`config.mk`:
```
export PLATFORM = sky130hd
export DESIGN_NAME = periph_regs_flat
export DESIGN_NICKNAME = d
export VERILOG_FILES = /design/src/mem_bus_pkg.sv /design/src/mem_bus_if.sv /design/src/periph_regs.sv /design/src/flat_wrapper.sv
export SDC_FILE = /design/constraint.sdc
export NUM_CORES = 1
export LEC_CHECK = 0
export ABC_CLOCK_PERIOD_IN_PS = 2100
export BUFFER_PORTS_ARGS = -buffer_cell sky130_fd_sc_hd__clkbuf_2
export CAP_MARGIN = 10
export CORE_MARGIN = 10
export CORE_UTILIZATION = 25
export DETAILED_ROUTE_END_ITERATION = 8
export GPL_TIMING_DRIVEN = 0
export PLACE_DENSITY_LB_ADDON = 0.25
export SYNTH_ARGS = -nofsm -noshare
export SYNTH_HDL_FRONTEND = slang
export SYNTH_SLANG_ARGS = --single-unit
export TNS_END_PERCENT = 30
```
`constraint.sdc`:
```
create_clock -name clk -period 2.1 [get_ports clk]
set_clock_uncertainty 0.15 [all_clocks]
set_input_delay 0 -clock clk [delete_from_list [all_inputs] [get_ports clk]]
set_output_delay 0 -clock clk [all_outputs]
set_load 0.005 [all_outputs]
```
`src/mem_bus_pkg.sv`:
```
`default_nettype none

package mem_bus_pkg;

   ////////////////////////////////////////////////////////////////////////////
   // Bus widths
   ////////////////////////////////////////////////////////////////////////////
   typedef logic [31:0] addr_t;
   typedef logic [31:0] data_t;
   // All-zero strobe marks a read
   typedef logic [3:0]  strb_t;
   typedef logic [7:0]  gpio_t;

   // Real slaves, one-hot select
   localparam int n_slaves   = 2;
   localparam int sel_ram    = 0;
   localparam int sel_periph = 1;
   typedef logic [n_slaves-1:0] slave_sel_t;

   ////////////////////////////////////////////////////////////////////////////
   // Memory map
   ////////////////////////////////////////////////////////////////////////////
   localparam int region_msb = 31;
   localparam int region_lsb = 30;
   typedef logic [region_msb-region_lsb:0] region_t;
   localparam region_t region_ram    = 2'd0;
   localparam region_t region_periph = 2'd1;

   // Program RAM, 1 KiB of words
   localparam int ram_words   = 256;
   localparam int ram_idx_lsb = 2;
   localparam int ram_idx_msb = ram_idx_lsb + $clog2(ram_words) - 1;
   typedef logic [$clog2(ram_words)-1:0] ram_idx_t;

   // Peripheral register offsets
   localparam int periph_idx_lsb = 2;
   localparam int periph_idx_msb = 3;
   typedef logic [periph_idx_msb-periph_idx_lsb:0] periph_idx_t;
   localparam periph_idx_t reg_scratch0 = 2'd0;
   localparam periph_idx_t reg_scratch1 = 2'd1;
   localparam periph_idx_t reg_gpio_out = 2'd2;
   localparam periph_idx_t reg_gpio_in  = 2'd3;

   // Answer for unmapped reads
   localparam data_t bad_rdata = 32'hdead_beef;

   // Byte-strobe merge of new data over an old word
   function automatic data_t merge_strb(data_t old_word, data_t new_word, strb_t strb);
      data_t result;
      result = old_word;
      for (int b = 0; b < $bits(strb_t); b++) begin
         if (strb[b]) begin
            result[8*b +: 8] = new_word[8*b +: 8];
         end
      end
      return result;
   endfunction

endpackage

`default_nettype wire

```
`src/mem_bus_if.sv`:
```
`timescale 1ns/1ps
`default_nettype none

interface mem_bus_if import mem_bus_pkg::*; ();

   // Request side, driven by the master
   logic  valid;
   addr_t addr;
   data_t wdata;
   strb_t wstrb;

   // Response side, driven by the slave
   data_t rdata;
   logic  ready;

   modport master (
      output valid, addr, wdata, wstrb,
      input  rdata, ready
   );

   modport slave (
      input  valid, addr, wdata, wstrb,
      output rdata, ready
   );

endinterface

`default_nettype wire

```
`src/periph_regs.sv`:
```
`timescale 1ns/1ps
`default_nettype none

module periph_regs
   import mem_bus_pkg::*;
(
   input  logic     clk,
   input  logic     rst_n,
   mem_bus_if.slave bus,
   input  gpio_t    gpio_in,
   output gpio_t    gpio_out
);

   periph_idx_t idx;
   logic        access;
   data_t       scratch0;
   data_t       scratch1;
   gpio_t       gpio_meta;
   gpio_t       gpio_sync;
   data_t       rd_word;

   assign idx    = bus.addr[periph_idx_msb:periph_idx_lsb];
   assign access = bus.valid & ~bus.ready;

   // Two-flop synchronizer on the input pins
   always_ff @(posedge clk) begin
      gpio_meta <= gpio_in;
      gpio_sync <= gpio_meta;
   end

   ////////////////////////////////////////////////////////////////////////////
   // Register writes and ready
   ////////////////////////////////////////////////////////////////////////////
   always_ff @(posedge clk) begin
      if (!rst_n) begin
         bus.ready <= 1'b0;
         scratch0  <= '0;
         scratch1  <= '0;
         gpio_out  <= '0;
      end else begin
         bus.ready <= access;
         if (access) begin
            case (idx)
               reg_scratch0: scratch0 <= merge_strb(scratch0, bus.wdata, bus.wstrb);
               reg_scratch1: scratch1 <= merge_strb(scratch1, bus.wdata, bus.wstrb);
               // Byte 0 only
               reg_gpio_out: if (bus.wstrb[0]) gpio_out <= bus.wdata[7:0];
               // gpio_in is read-only
               default: ;
            endcase
         end
      end
   end

   // Read mux, upper GPIO bits read zero
   always_comb begin
      case (idx)
         reg_scratch0: rd_word = scratch0;
         reg_scratch1: rd_word = scratch1;
         reg_gpio_out: rd_word = data_t'(gpio_out);
         reg_gpio_in:  rd_word = data_t'(gpio_sync);
         default:      rd_word = '0;
      endcase
   end

   always_ff @(posedge clk) begin
      if (access) bus.rdata <= rd_word;
   end

endmodule

`default_nettype wire

```
`src/flat_wrapper.sv`:
```
// flat-port wrapper written by rule: the top's interface ports become plain ports
module periph_regs_flat import mem_bus_pkg::*;
  (clk, rst_n, gpio_in, gpio_out, bus_valid, bus_addr, bus_wdata, bus_wstrb, bus_rdata, bus_ready);
  mem_bus_if bus_i ();
  input  logic clk;
  input  logic rst_n;
  input  gpio_t gpio_in;
  output gpio_t gpio_out;
  input wire logic [$bits(bus_i.valid)-1:0] bus_valid;
  input wire logic [$bits(bus_i.addr)-1:0] bus_addr;
  input wire logic [$bits(bus_i.wdata)-1:0] bus_wdata;
  input wire logic [$bits(bus_i.wstrb)-1:0] bus_wstrb;
  output wire logic [$bits(bus_i.rdata)-1:0] bus_rdata;
  output wire logic [$bits(bus_i.ready)-1:0] bus_ready;
  assign bus_i.valid = bus_valid;
  assign bus_i.addr = bus_addr;
  assign bus_i.wdata = bus_wdata;
  assign bus_i.wstrb = bus_wstrb;
  assign bus_rdata = bus_i.rdata;
  assign bus_ready = bus_i.ready;
  periph_regs u_core (.clk(clk), .rst_n(rst_n), .bus(bus_i), .gpio_in(gpio_in), .gpio_out(gpio_out));
endmodule
```
==> impl_metrics.toml <==
[sta]
timing.final.crit_period_ns = 1.77
worst-slew-pin-transition_ns = 0.734
fmax_mhz = 565
slew_violations = 0
finalSetupTns_ns = 0
setup_viol = 0
hold_viol_final = 0
slew_headroom_pct = 51.1
rsz0062_at_grt = "no"
period_share_pct = 84.3

[worst_setup_path]
arrival_ns = 1.90
startpoint_type = "flop"
path_class = "flop to flop"
crit_required_ns = 2.23
endpoint_kind = "flop"
path_max_fanout = 41

[synth]
synth_edf_count = 32
synth.distinct_cells = 18
synth_nets = 471
ys_seq_area_share_pct = 58.4
synth_warnings = 0
ys.flop_type = "dfxtp_1"
async_flop_share_pct = 0
syn_inst = 392
synth-seq-cells = 121
netlist_area_um2 = 4690
syn_area_per_cell_um2 = 12.0

[outcome]
run_status = "finished, final reports clean"

[routing]
ant_nets = 0
drt_drc_violations_left = 0
routed_wl_um = 12900
drt_iter0_markers = 193
wire_per_inst_um = 16.2
via_per_inst = 4.24
vias = 3353
drtPass1Iterations = 4

[floorplanning]
start_util_pct = 25.3
placementRows = 50
die_width_um = 157
core-area_um2 = 18600
io_pins = 120
die-area_um2 = 24700
fp.dieH_um = 157

[global_route]
grt_pass1_wl_um = 20400
grt_pass1_vias = 3661
overflow = 0
grt_usage_pct = 10.9
antenna_found_initial = 0
grt_start_max_net_pins = 42

[clocking]
tritoncts = "done"
clockBufferDepth = 2
root_buffer = "clkbuf_16"
clock_sinks = 121
htree_num_levels = 4
insertion_delay_ns = 0.41
cts_buffers = 17
clk_pin_slew_ns = 0.06

[cells_and_area]
area_growth_pct = 37.9
fin_nets = 623
diodes = 0
fin_util_pct = 34.8
drive_above_1_share_pct = 27.6

[power_and_ir_drop]
power_w = 0.00573
ir_worst_vdd_v = 0.000525
p_leak_nw = 2.80
powerDensity_nw_per_um2 = 885

[placement]
globalplace.congestion = 0.733
dpl.hpwl_um = 8830
io_buffers = 86

[run]
maxCapViolCount = 0

[hold_path]
worstHoldPathType = "input port to flop"
layout by cell type, fill, tap and decap left out, drive strengths merged, types with 5 or more instances in the layout:
master and instances:
nand2 104, mux4 8, dfxtp 89, clkinv 5
mux2i 96, dlygate4sd3 47, edfxtp 32, buf 19
clkbuf 114, nor2 25, inv 5
logic make-up (layout without fill, tap and decap cells):
logic type / Yosys count / in the layout / synth area share, %
and+or+nand+nor: 141 / 141 / 13.1
muxes: 104 / 104 / 24.3
buffers and inverters: 26 / 191 / 4.19
DFF: 121 / 121 / 58.4
through the flow:
| step | cell area [um^2] | worst slack [ns] | cells | hold WS [ns] |
|---|---|---|---|---|
| floorplan | 4690 | 0.546 | 392 | -0.122 |
| global placement | 5420 | 0.214 | 712 | -0.0472 |
| detailed placement | 5420 | 0.173 | 712 | -0.0456 |
| CTS | 6470 | 0.156 | 791 | 0.0564 |
| global route | 6470 | 0.131 | 791 | 0.0695 |
| finish | 6470 | 0.329 | 791 | 0.0778 |
worst paths after layout:
kind,endpoint,start,slack (ns),depth (start not counted)
setup / recovery,u_core.scratch0[16]$_SDFFE_PN0P_,u_core.bus.ready$_SDFF_PN0_,0.33,4
hold / removal,u_core.gpio_meta[1]$_DFF_P_,gpio_in[1],0.08,2
setup reg to reg,u_core.scratch0[16]$_SDFFE_PN0P_,u_core.bus.ready$_SDFF_PN0_,0.33,4
hold reg to reg,u_core.gpio_sync[4]$_DFF_P_,u_core.gpio_meta[4]$_DFF_P_,0.17,0
report_power, final:
| group | internal, W | total (W) | switching [W] |
|---|---|---|---|
| logic | 0.000201 | 0.000419 | 0.000218 |
| registers | 0.00247 | 0.00250 | 0.0000276 |
| clock network | 0.00173 | 0.00281 | 0.00108 |
| total | 0.00440 | 0.00573 | 0.00133 |
cells in the mapped netlist, types with 7 or more instances:
cell      instances  area (um^2)
clkbuf_1          7         26.3
mux4_2            8          180
edfxtp_1         32          961
nor2_1           24         90.1
nand2_1         104          390
dfxtp_1          89         1780
buf_2             7         35.0
mux2i_1          96          961
per-layer routing:
layer | part of all wire, % | global-route usage, %
met1 | 45 | 13.1
met2 | 50 | 18.4
met3 | 4.8 | 3.77
met4 | 0.58 | 2.67
met5 | 0 | 0
repair_timing:
action,4_1_cts,5_1_grt
endpoints found under the setup margin,0,1
hold buffers,47,0
gates resized for setup,0,1
endpoints found under the hold margin,84,0
setup buffers,0,0
worst max-delay path, cell delays in order (launching register included):
cell and delay, ns:
dfxtp_1 0.31, nor2b_1 0.18, buf_6 0.40, nand3_2 0.39
mux2i_1 0.21
flip-flops by register name, summed over array words and instances (netlist names):
register,flops
u_core.scratch0,32
u_core.scratch1,32
u_core.gpio_sync,8
u_core.bus.ready,1
u_core.gpio_meta,8
u_core.gpio_out,8
u_core.bus.rdata,32
final cells by class:
cell class | count | area [um^2]
Buffer | 26 | 200
Clock buffer | 21 | 504
Clock inverter | 11 | 78.8
Fill cell | 1835 | 12100
Multi-Input combinational cell | 245 | 1750
Sequential cell | 121 | 2740
Tap cell | 234 | 293
Timing Repair Buffer | 133 | 901
Note: power is estimated with default switching activity, not from simulation.
