===== config.mk =====
export PLATFORM = sky130hd
export DESIGN_NAME = mem_interconnect_flat
export DESIGN_NICKNAME = d
export VERILOG_FILES = /design/src/mem_bus_pkg.sv /design/src/mem_bus_if.sv /design/src/mem_addr_decoder.sv /design/src/mem_interconnect.sv /design/src/flat_wrapper.sv
export SDC_FILE = /design/constraint.sdc
export NUM_CORES = 1
export LEC_CHECK = 0
export BUFFER_PORTS_ARGS = -buffer_cell sky130_fd_sc_hd__buf_4
export CELL_PAD_IN_SITES_DETAIL_PLACEMENT = 0
export CELL_PAD_IN_SITES_GLOBAL_PLACEMENT = 1
export CORE_AREA = 2 2 118 120
export CTS_CLUSTER_DIAMETER = 200
export DETAILED_ROUTE_END_ITERATION = 10
export DIE_AREA = 0 0 120 122
export PLACE_DENSITY_LB_ADDON = 0.1
export SETUP_SLACK_MARGIN = 0.3
export SYNTH_ARGS = -nofsm -noshare
export SYNTH_HDL_FRONTEND = slang
export SYNTH_SLANG_ARGS = --single-unit

===== constraint.sdc =====
create_clock -name clk -period 1.7 [get_ports clk]
set_clock_uncertainty 0.1 [all_clocks]
set_input_delay 0.085 -clock clk [delete_from_list [all_inputs] [get_ports clk]]
set_output_delay 0.085 -clock clk [all_outputs]
set_load 0.01 [all_outputs]

===== src/mem_bus_pkg.sv =====
`default_nettype none

package mem_bus_pkg;

   ////////////////////////////////////////////////////////////////////////////
   // Bus widths
   ////////////////////////////////////////////////////////////////////////////
   typedef logic [31:0] addr_t;
   typedef logic [31:0] data_t;
   // All-zero strobe marks a read
   typedef logic [3:0]  strb_t;
   typedef logic [7:0]  gpio_t;

   // Real slaves, one-hot select
   localparam int n_slaves   = 2;
   localparam int sel_ram    = 0;
   localparam int sel_periph = 1;
   typedef logic [n_slaves-1:0] slave_sel_t;

   ////////////////////////////////////////////////////////////////////////////
   // Memory map
   ////////////////////////////////////////////////////////////////////////////
   localparam int region_msb = 31;
   localparam int region_lsb = 30;
   typedef logic [region_msb-region_lsb:0] region_t;
   localparam region_t region_ram    = 2'd0;
   localparam region_t region_periph = 2'd1;

   // Program RAM, 1 KiB of words
   localparam int ram_words   = 256;
   localparam int ram_idx_lsb = 2;
   localparam int ram_idx_msb = ram_idx_lsb + $clog2(ram_words) - 1;
   typedef logic [$clog2(ram_words)-1:0] ram_idx_t;

   // Peripheral register offsets
   localparam int periph_idx_lsb = 2;
   localparam int periph_idx_msb = 3;
   typedef logic [periph_idx_msb-periph_idx_lsb:0] periph_idx_t;
   localparam periph_idx_t reg_scratch0 = 2'd0;
   localparam periph_idx_t reg_scratch1 = 2'd1;
   localparam periph_idx_t reg_gpio_out = 2'd2;
   localparam periph_idx_t reg_gpio_in  = 2'd3;

   // Answer for unmapped reads
   localparam data_t bad_rdata = 32'hdead_beef;

   // Byte-strobe merge of new data over an old word
   function automatic data_t merge_strb(data_t old_word, data_t new_word, strb_t strb);
      data_t result;
      result = old_word;
      for (int b = 0; b < $bits(strb_t); b++) begin
         if (strb[b]) begin
            result[8*b +: 8] = new_word[8*b +: 8];
         end
      end
      return result;
   endfunction

endpackage

`default_nettype wire


===== src/mem_bus_if.sv =====
`timescale 1ns/1ps
`default_nettype none

interface mem_bus_if import mem_bus_pkg::*; ();

   // Request side, driven by the master
   logic  valid;
   addr_t addr;
   data_t wdata;
   strb_t wstrb;

   // Response side, driven by the slave
   data_t rdata;
   logic  ready;

   modport master (
      output valid, addr, wdata, wstrb,
      input  rdata, ready
   );

   modport slave (
      input  valid, addr, wdata, wstrb,
      output rdata, ready
   );

endinterface

`default_nettype wire


===== src/mem_addr_decoder.sv =====
`timescale 1ns/1ps
`default_nettype none

module mem_addr_decoder
   import mem_bus_pkg::*;
(
   input  addr_t      addr,
   output slave_sel_t slave_sel,
   output logic       unmapped
);

   region_t region;
   logic    ram_high;
   logic    periph_high;

   // Region field on top of the address
   assign region = addr[region_msb:region_lsb];

   // Offset bits beyond each slave's window
   assign ram_high    = |addr[region_lsb-1:ram_idx_msb+1];
   assign periph_high = |addr[region_lsb-1:periph_idx_msb+1];

   always_comb begin
      // Default is unmapped, no slave
      slave_sel = '0;
      unmapped  = 1'b1;
      case (region)
         region_ram: begin
            if (!ram_high) begin
               slave_sel[sel_ram] = 1'b1;
               unmapped           = 1'b0;
            end
         end
         region_periph: begin
            if (!periph_high) begin
               slave_sel[sel_periph] = 1'b1;
               unmapped              = 1'b0;
            end
         end
         // Regions 2 and 3 stay unmapped
         default: begin
            slave_sel = '0;
            unmapped  = 1'b1;
         end
      endcase
   end

endmodule

`default_nettype wire


===== src/mem_interconnect.sv =====
`timescale 1ns/1ps
`default_nettype none

module mem_interconnect
   import mem_bus_pkg::*;
(
   input  logic      clk,
   input  logic      rst_n,
   mem_bus_if.slave  m,
   mem_bus_if.master s_ram,
   mem_bus_if.master s_periph
);

   slave_sel_t slave_sel;
   logic       unmapped;
   logic       bad_ready;

   // Address decode, purely combinational
   mem_addr_decoder u_dec (
      .addr      (m.addr),
      .slave_sel (slave_sel),
      .unmapped  (unmapped)
   );

   ////////////////////////////////////////////////////////////////////////////
   // Request fan-out
   ////////////////////////////////////////////////////////////////////////////
   assign s_ram.addr     = m.addr;
   assign s_ram.wdata    = m.wdata;
   assign s_ram.wstrb    = m.wstrb;
   assign s_periph.addr  = m.addr;
   assign s_periph.wdata = m.wdata;
   assign s_periph.wstrb = m.wstrb;

   // Valid only toward the selected slave
   assign s_ram.valid    = m.valid & slave_sel[sel_ram];
   assign s_periph.valid = m.valid & slave_sel[sel_periph];

   // Unmapped responder, one-cycle ready pulse
   // Write data goes nowhere
   always_ff @(posedge clk) begin
      if (!rst_n) begin
         bad_ready <= 1'b0;
      end else begin
         bad_ready <= m.valid & unmapped & ~bad_ready;
      end
   end

   ////////////////////////////////////////////////////////////////////////////
   // Response mux
   ////////////////////////////////////////////////////////////////////////////
   always_comb begin
      m.ready = bad_ready;
      m.rdata = bad_rdata;
      if (slave_sel[sel_ram]) begin
         m.ready = s_ram.ready;
         m.rdata = s_ram.rdata;
      end else if (slave_sel[sel_periph]) begin
         m.ready = s_periph.ready;
         m.rdata = s_periph.rdata;
      end
   end

endmodule

`default_nettype wire


===== src/flat_wrapper.sv =====
// flat-port wrapper written by rule: the top's interface ports become plain ports
module mem_interconnect_flat import mem_bus_pkg::*;
  (clk, rst_n, m_valid, m_addr, m_wdata, m_wstrb, m_rdata, m_ready, s_ram_valid, s_ram_addr, s_ram_wdata, s_ram_wstrb, s_ram_rdata, s_ram_ready, s_periph_valid, s_periph_addr, s_periph_wdata, s_periph_wstrb, s_periph_rdata, s_periph_ready);
  mem_bus_if m_i ();
  mem_bus_if s_ram_i ();
  mem_bus_if s_periph_i ();
  input  logic clk;
  input  logic rst_n;
  input wire logic [$bits(m_i.valid)-1:0] m_valid;
  input wire logic [$bits(m_i.addr)-1:0] m_addr;
  input wire logic [$bits(m_i.wdata)-1:0] m_wdata;
  input wire logic [$bits(m_i.wstrb)-1:0] m_wstrb;
  output wire logic [$bits(m_i.rdata)-1:0] m_rdata;
  output wire logic [$bits(m_i.ready)-1:0] m_ready;
  output wire logic [$bits(s_ram_i.valid)-1:0] s_ram_valid;
  output wire logic [$bits(s_ram_i.addr)-1:0] s_ram_addr;
  output wire logic [$bits(s_ram_i.wdata)-1:0] s_ram_wdata;
  output wire logic [$bits(s_ram_i.wstrb)-1:0] s_ram_wstrb;
  input wire logic [$bits(s_ram_i.rdata)-1:0] s_ram_rdata;
  input wire logic [$bits(s_ram_i.ready)-1:0] s_ram_ready;
  output wire logic [$bits(s_periph_i.valid)-1:0] s_periph_valid;
  output wire logic [$bits(s_periph_i.addr)-1:0] s_periph_addr;
  output wire logic [$bits(s_periph_i.wdata)-1:0] s_periph_wdata;
  output wire logic [$bits(s_periph_i.wstrb)-1:0] s_periph_wstrb;
  input wire logic [$bits(s_periph_i.rdata)-1:0] s_periph_rdata;
  input wire logic [$bits(s_periph_i.ready)-1:0] s_periph_ready;
  assign m_i.valid = m_valid;
  assign m_i.addr = m_addr;
  assign m_i.wdata = m_wdata;
  assign m_i.wstrb = m_wstrb;
  assign m_rdata = m_i.rdata;
  assign m_ready = m_i.ready;
  assign s_ram_valid = s_ram_i.valid;
  assign s_ram_addr = s_ram_i.addr;
  assign s_ram_wdata = s_ram_i.wdata;
  assign s_ram_wstrb = s_ram_i.wstrb;
  assign s_ram_i.rdata = s_ram_rdata;
  assign s_ram_i.ready = s_ram_ready;
  assign s_periph_valid = s_periph_i.valid;
  assign s_periph_addr = s_periph_i.addr;
  assign s_periph_wdata = s_periph_i.wdata;
  assign s_periph_wstrb = s_periph_i.wstrb;
  assign s_periph_i.rdata = s_periph_rdata;
  assign s_periph_i.ready = s_periph_ready;
  mem_interconnect u_core (.clk(clk), .rst_n(rst_n), .m(m_i), .s_ram(s_ram_i), .s_periph(s_periph_i));
endmodule

==> impl_metrics.py <==
metrics = {
    "synthesis": {
        "syn_area_per_cell_um2": 6.69,
        "synth_fp_nets": 381,
        "synth-seq-area-share_pct": 1.23,
        "syn_inst": 244,
        "yosysWarnings": 0,
        "netlist_area_um2": 1630,
        "synthTopCellsByArea": "buf_4, o22ai_1, nand2_1",
        "yosysTopAreaCellShare_pct": 62.5,
        "synthDistinctLibCells": 24,
        "ys_ff_latch": 1,
        "yosys.area.top_type": "buf_4",
    },
    "route": {
        "vias_per_cell": 3.48,
        "avgRoutedWirePerCell_um": 13.9,
        "vias": 1666,
        "dr.pass1.iters": 2,
        "initialDrtViolationCount": 20,
        "remaining_drc_errors": 0,
        "antenna_left": 0,
        "wl_mm": 6.64,
    },
    "power_and_ir_drop": {
        "power_mw": 0.478,
        "p_leak_nw": 1.17,
        "vdd_ir_drop_max_mv": 0.0392,
        "cellPowerDensity_nw_per_um2": 185,
    },
    "critical_path": {
        "critPathArrivalTime_ns": 1.39,
        "r2r-start": "u_core.bad_ready",
        "crit_type": "in2out",
        "cp_cell_sequence": "buf_8 > nor4_4 > nand4_1 > buf_4 > nor2_4 > buf_6 > nand2_1 > buf_4",
        "crit_start": "m_addr[22]",
        "max_stage_delay_ns": 0.27,
        "cp.required_ns": 1.51,
        "cpMostUsedCell": "buf_4",
        "cpMaxStageDelayCell": "nor4_4",
        "crit_fanout": 13,
        "crit_path_end_kind": "primary output",
        "startpoint_type": "input pin",
    },
    "die": {
        "coreArea_um2": 13500,
        "die_y_um": 122,
        "start_util_pct": 12.1,
        "ioPinCount": 308,
        "dieArea_um2": 14600,
        "fp-row-count": 43,
        "die_x_um": 120,
    },
    "cells_and_area": {
        "drive_gt1_share_pct": 75.6,
        "nets": 438,
        "largest_reg_flops": 1,
        "reg_top3": "u_core.bad_ready (1)",
        "syn2layout_area_growth_pct": 58.4,
        "n_fill_cell": 1544,
        "final_cell_mix": "buf_4, o22ai_1, nand2_1",
        "final_common_cell": "buf_4",
        "regMostFlops": "u_core.bad_ready",
        "layout.cells.non_filler": 479,
        "utilization_pct": 19.2,
        "n_antenna_cell": 0,
    },
    "min_path": {
        "worstHoldStart": "m_wdata[22]",
        "hp-class": "in2out",
    },
    "grt": {
        "grt_remaining_overflow": 0,
        "track_usage_pct": 7.92,
        "antenna_found_initial": 0,
        "grt_max_degree": 26,
        "grt_pass1_vias": 1577,
        "grt_pass1_wl_mm": 9.18,
    },
    "run_status": {
        "status": "finished clean",
    },
    "placed_design": {
        "portBuffers": 187,
        "place_congestion": 0.629,
        "dp.cells": 475,
        "dp_hpwl_mm": 5.54,
    },
    "sta": {
        "hold_ws_ns": 0.0700,
        "tightest_slew_ns": 0.293,
        "hold_viol": 0,
        "min_period_ns": 1.57,
        "setup_violations": 0,
        "period_share_pct": 92.5,
        "grt_setup_unrepaired": "yes",
        "slew_viol_final": 0,
        "relSlewSlack_pct": 80.3,
        "fmax_ghz": 0.636,
        "fin_tns_setup_ns": 0,
    },
    "clock_network": {
        "hold_buffers": 0,
        "worstSkewPairLatency_ns": 0,
    },
    "run": {
        "cap_violations": 0,
    },
}
==> critical path: cells and delay by family <==
| family | cells | cell delay (ns) |
|---|---|---|
| buffers and inverters | 4 | 0.62 |
| and+or+nand+nor | 4 | 0.67 |
==> per-layer routing <==
metal,global-route usage [%],part of all wire [%],wire (µm)
met1,7.85,31,2030
met5,0,0,0
met4,1.69,2.0,134
met2,15.9,56,3690
met3,2.53,12,783
==> power breakdown <==
group / internal [mW] / total (mW) / leakage, nW / switching, mW
sequential: 0.0253 / 0.0267 / 0.00829 / 0.00138
clock: 0 / 0 / 0 / 0
combinational: 0.281 / 0.452 / 1.16 / 0.171
total: 0.306 / 0.478 / 1.17 / 0.172
==> worst paths after layout <==
path / end / cells after the start / slack (ns)
max: m_rdata[12] / 8 / 0.13
min reg2reg: u_core.bad_ready / 1 / 0.37
min: s_periph_wdata[22] / 0 / 0.07
max reg2reg: u_core.bad_ready / 1 / 1.04
==> through the flow <==
step           setup WS, ns  instance area, µm²
2_1_floorplan         0.379                1630
3_3_place_gp        -0.0260                2290
3_5_place_dp        -0.0314                2290
4_1_cts              0.0862                2520
5_1_grt              0.0259                2590
6_report              0.128                2590
==> cells by family after synthesis <==
logic type / Yosys count / share of synthesized area (%)
compound gates: 36 / 14.7
simple gates: 60 / 18.2
buf+inv: 147 / 65.9
flops: 1 / 1.23
==> layout make-up <==
class | instances | area [µm²] | area share (%)
inverter | 1 | 3.75 | 0.145
multi-input combinational | 96 | 686 | 26.5
sequential | 1 | 20.0 | 0.774
tap | 180 | 225 | 8.71
timing repair buffer | 201 | 1650 | 63.9
==> cells in the mapped netlist <==
| master | n |
|---|---|
| nand2_1 | 28 |
| clkbuf_1 | 4 |
| a21oi_1 | 8 |
| nor4_2 | 2 |
| inv_1 | 1 |
| buf_6 | 1 |
| nor2_2 | 1 |
| nand4_1 | 2 |
| and3_1 | 2 |
| or2_1 | 1 |
| o21ai_0 | 1 |
| dfxtp_1 | 1 |
| o32a_2 | 1 |
| buf_2 | 5 |
| nor3b_2 | 1 |
| buf_4 | 136 |
| nand3_1 | 1 |
| nor4_1 | 3 |
| o22ai_1 | 24 |
| o311ai_4 | 1 |
| nor2_1 | 10 |
| nor2b_1 | 8 |
| a211oi_1 | 1 |
| nor3_1 | 1 |
==> repair_timing <==
| item | 4_1_cts | 5_1_grt |
|---|---|---|
| setup buffers | 2 | 1 |
| pin swaps | 15 | 5 |
| endpoints found under the setup margin | 36 | 36 |
| cloned | 1 | 0 |
| endpoints found under the hold margin | 0 | 0 |
| gates resized for setup | 53 | 13 |
(Power assumes the default switching activity.)
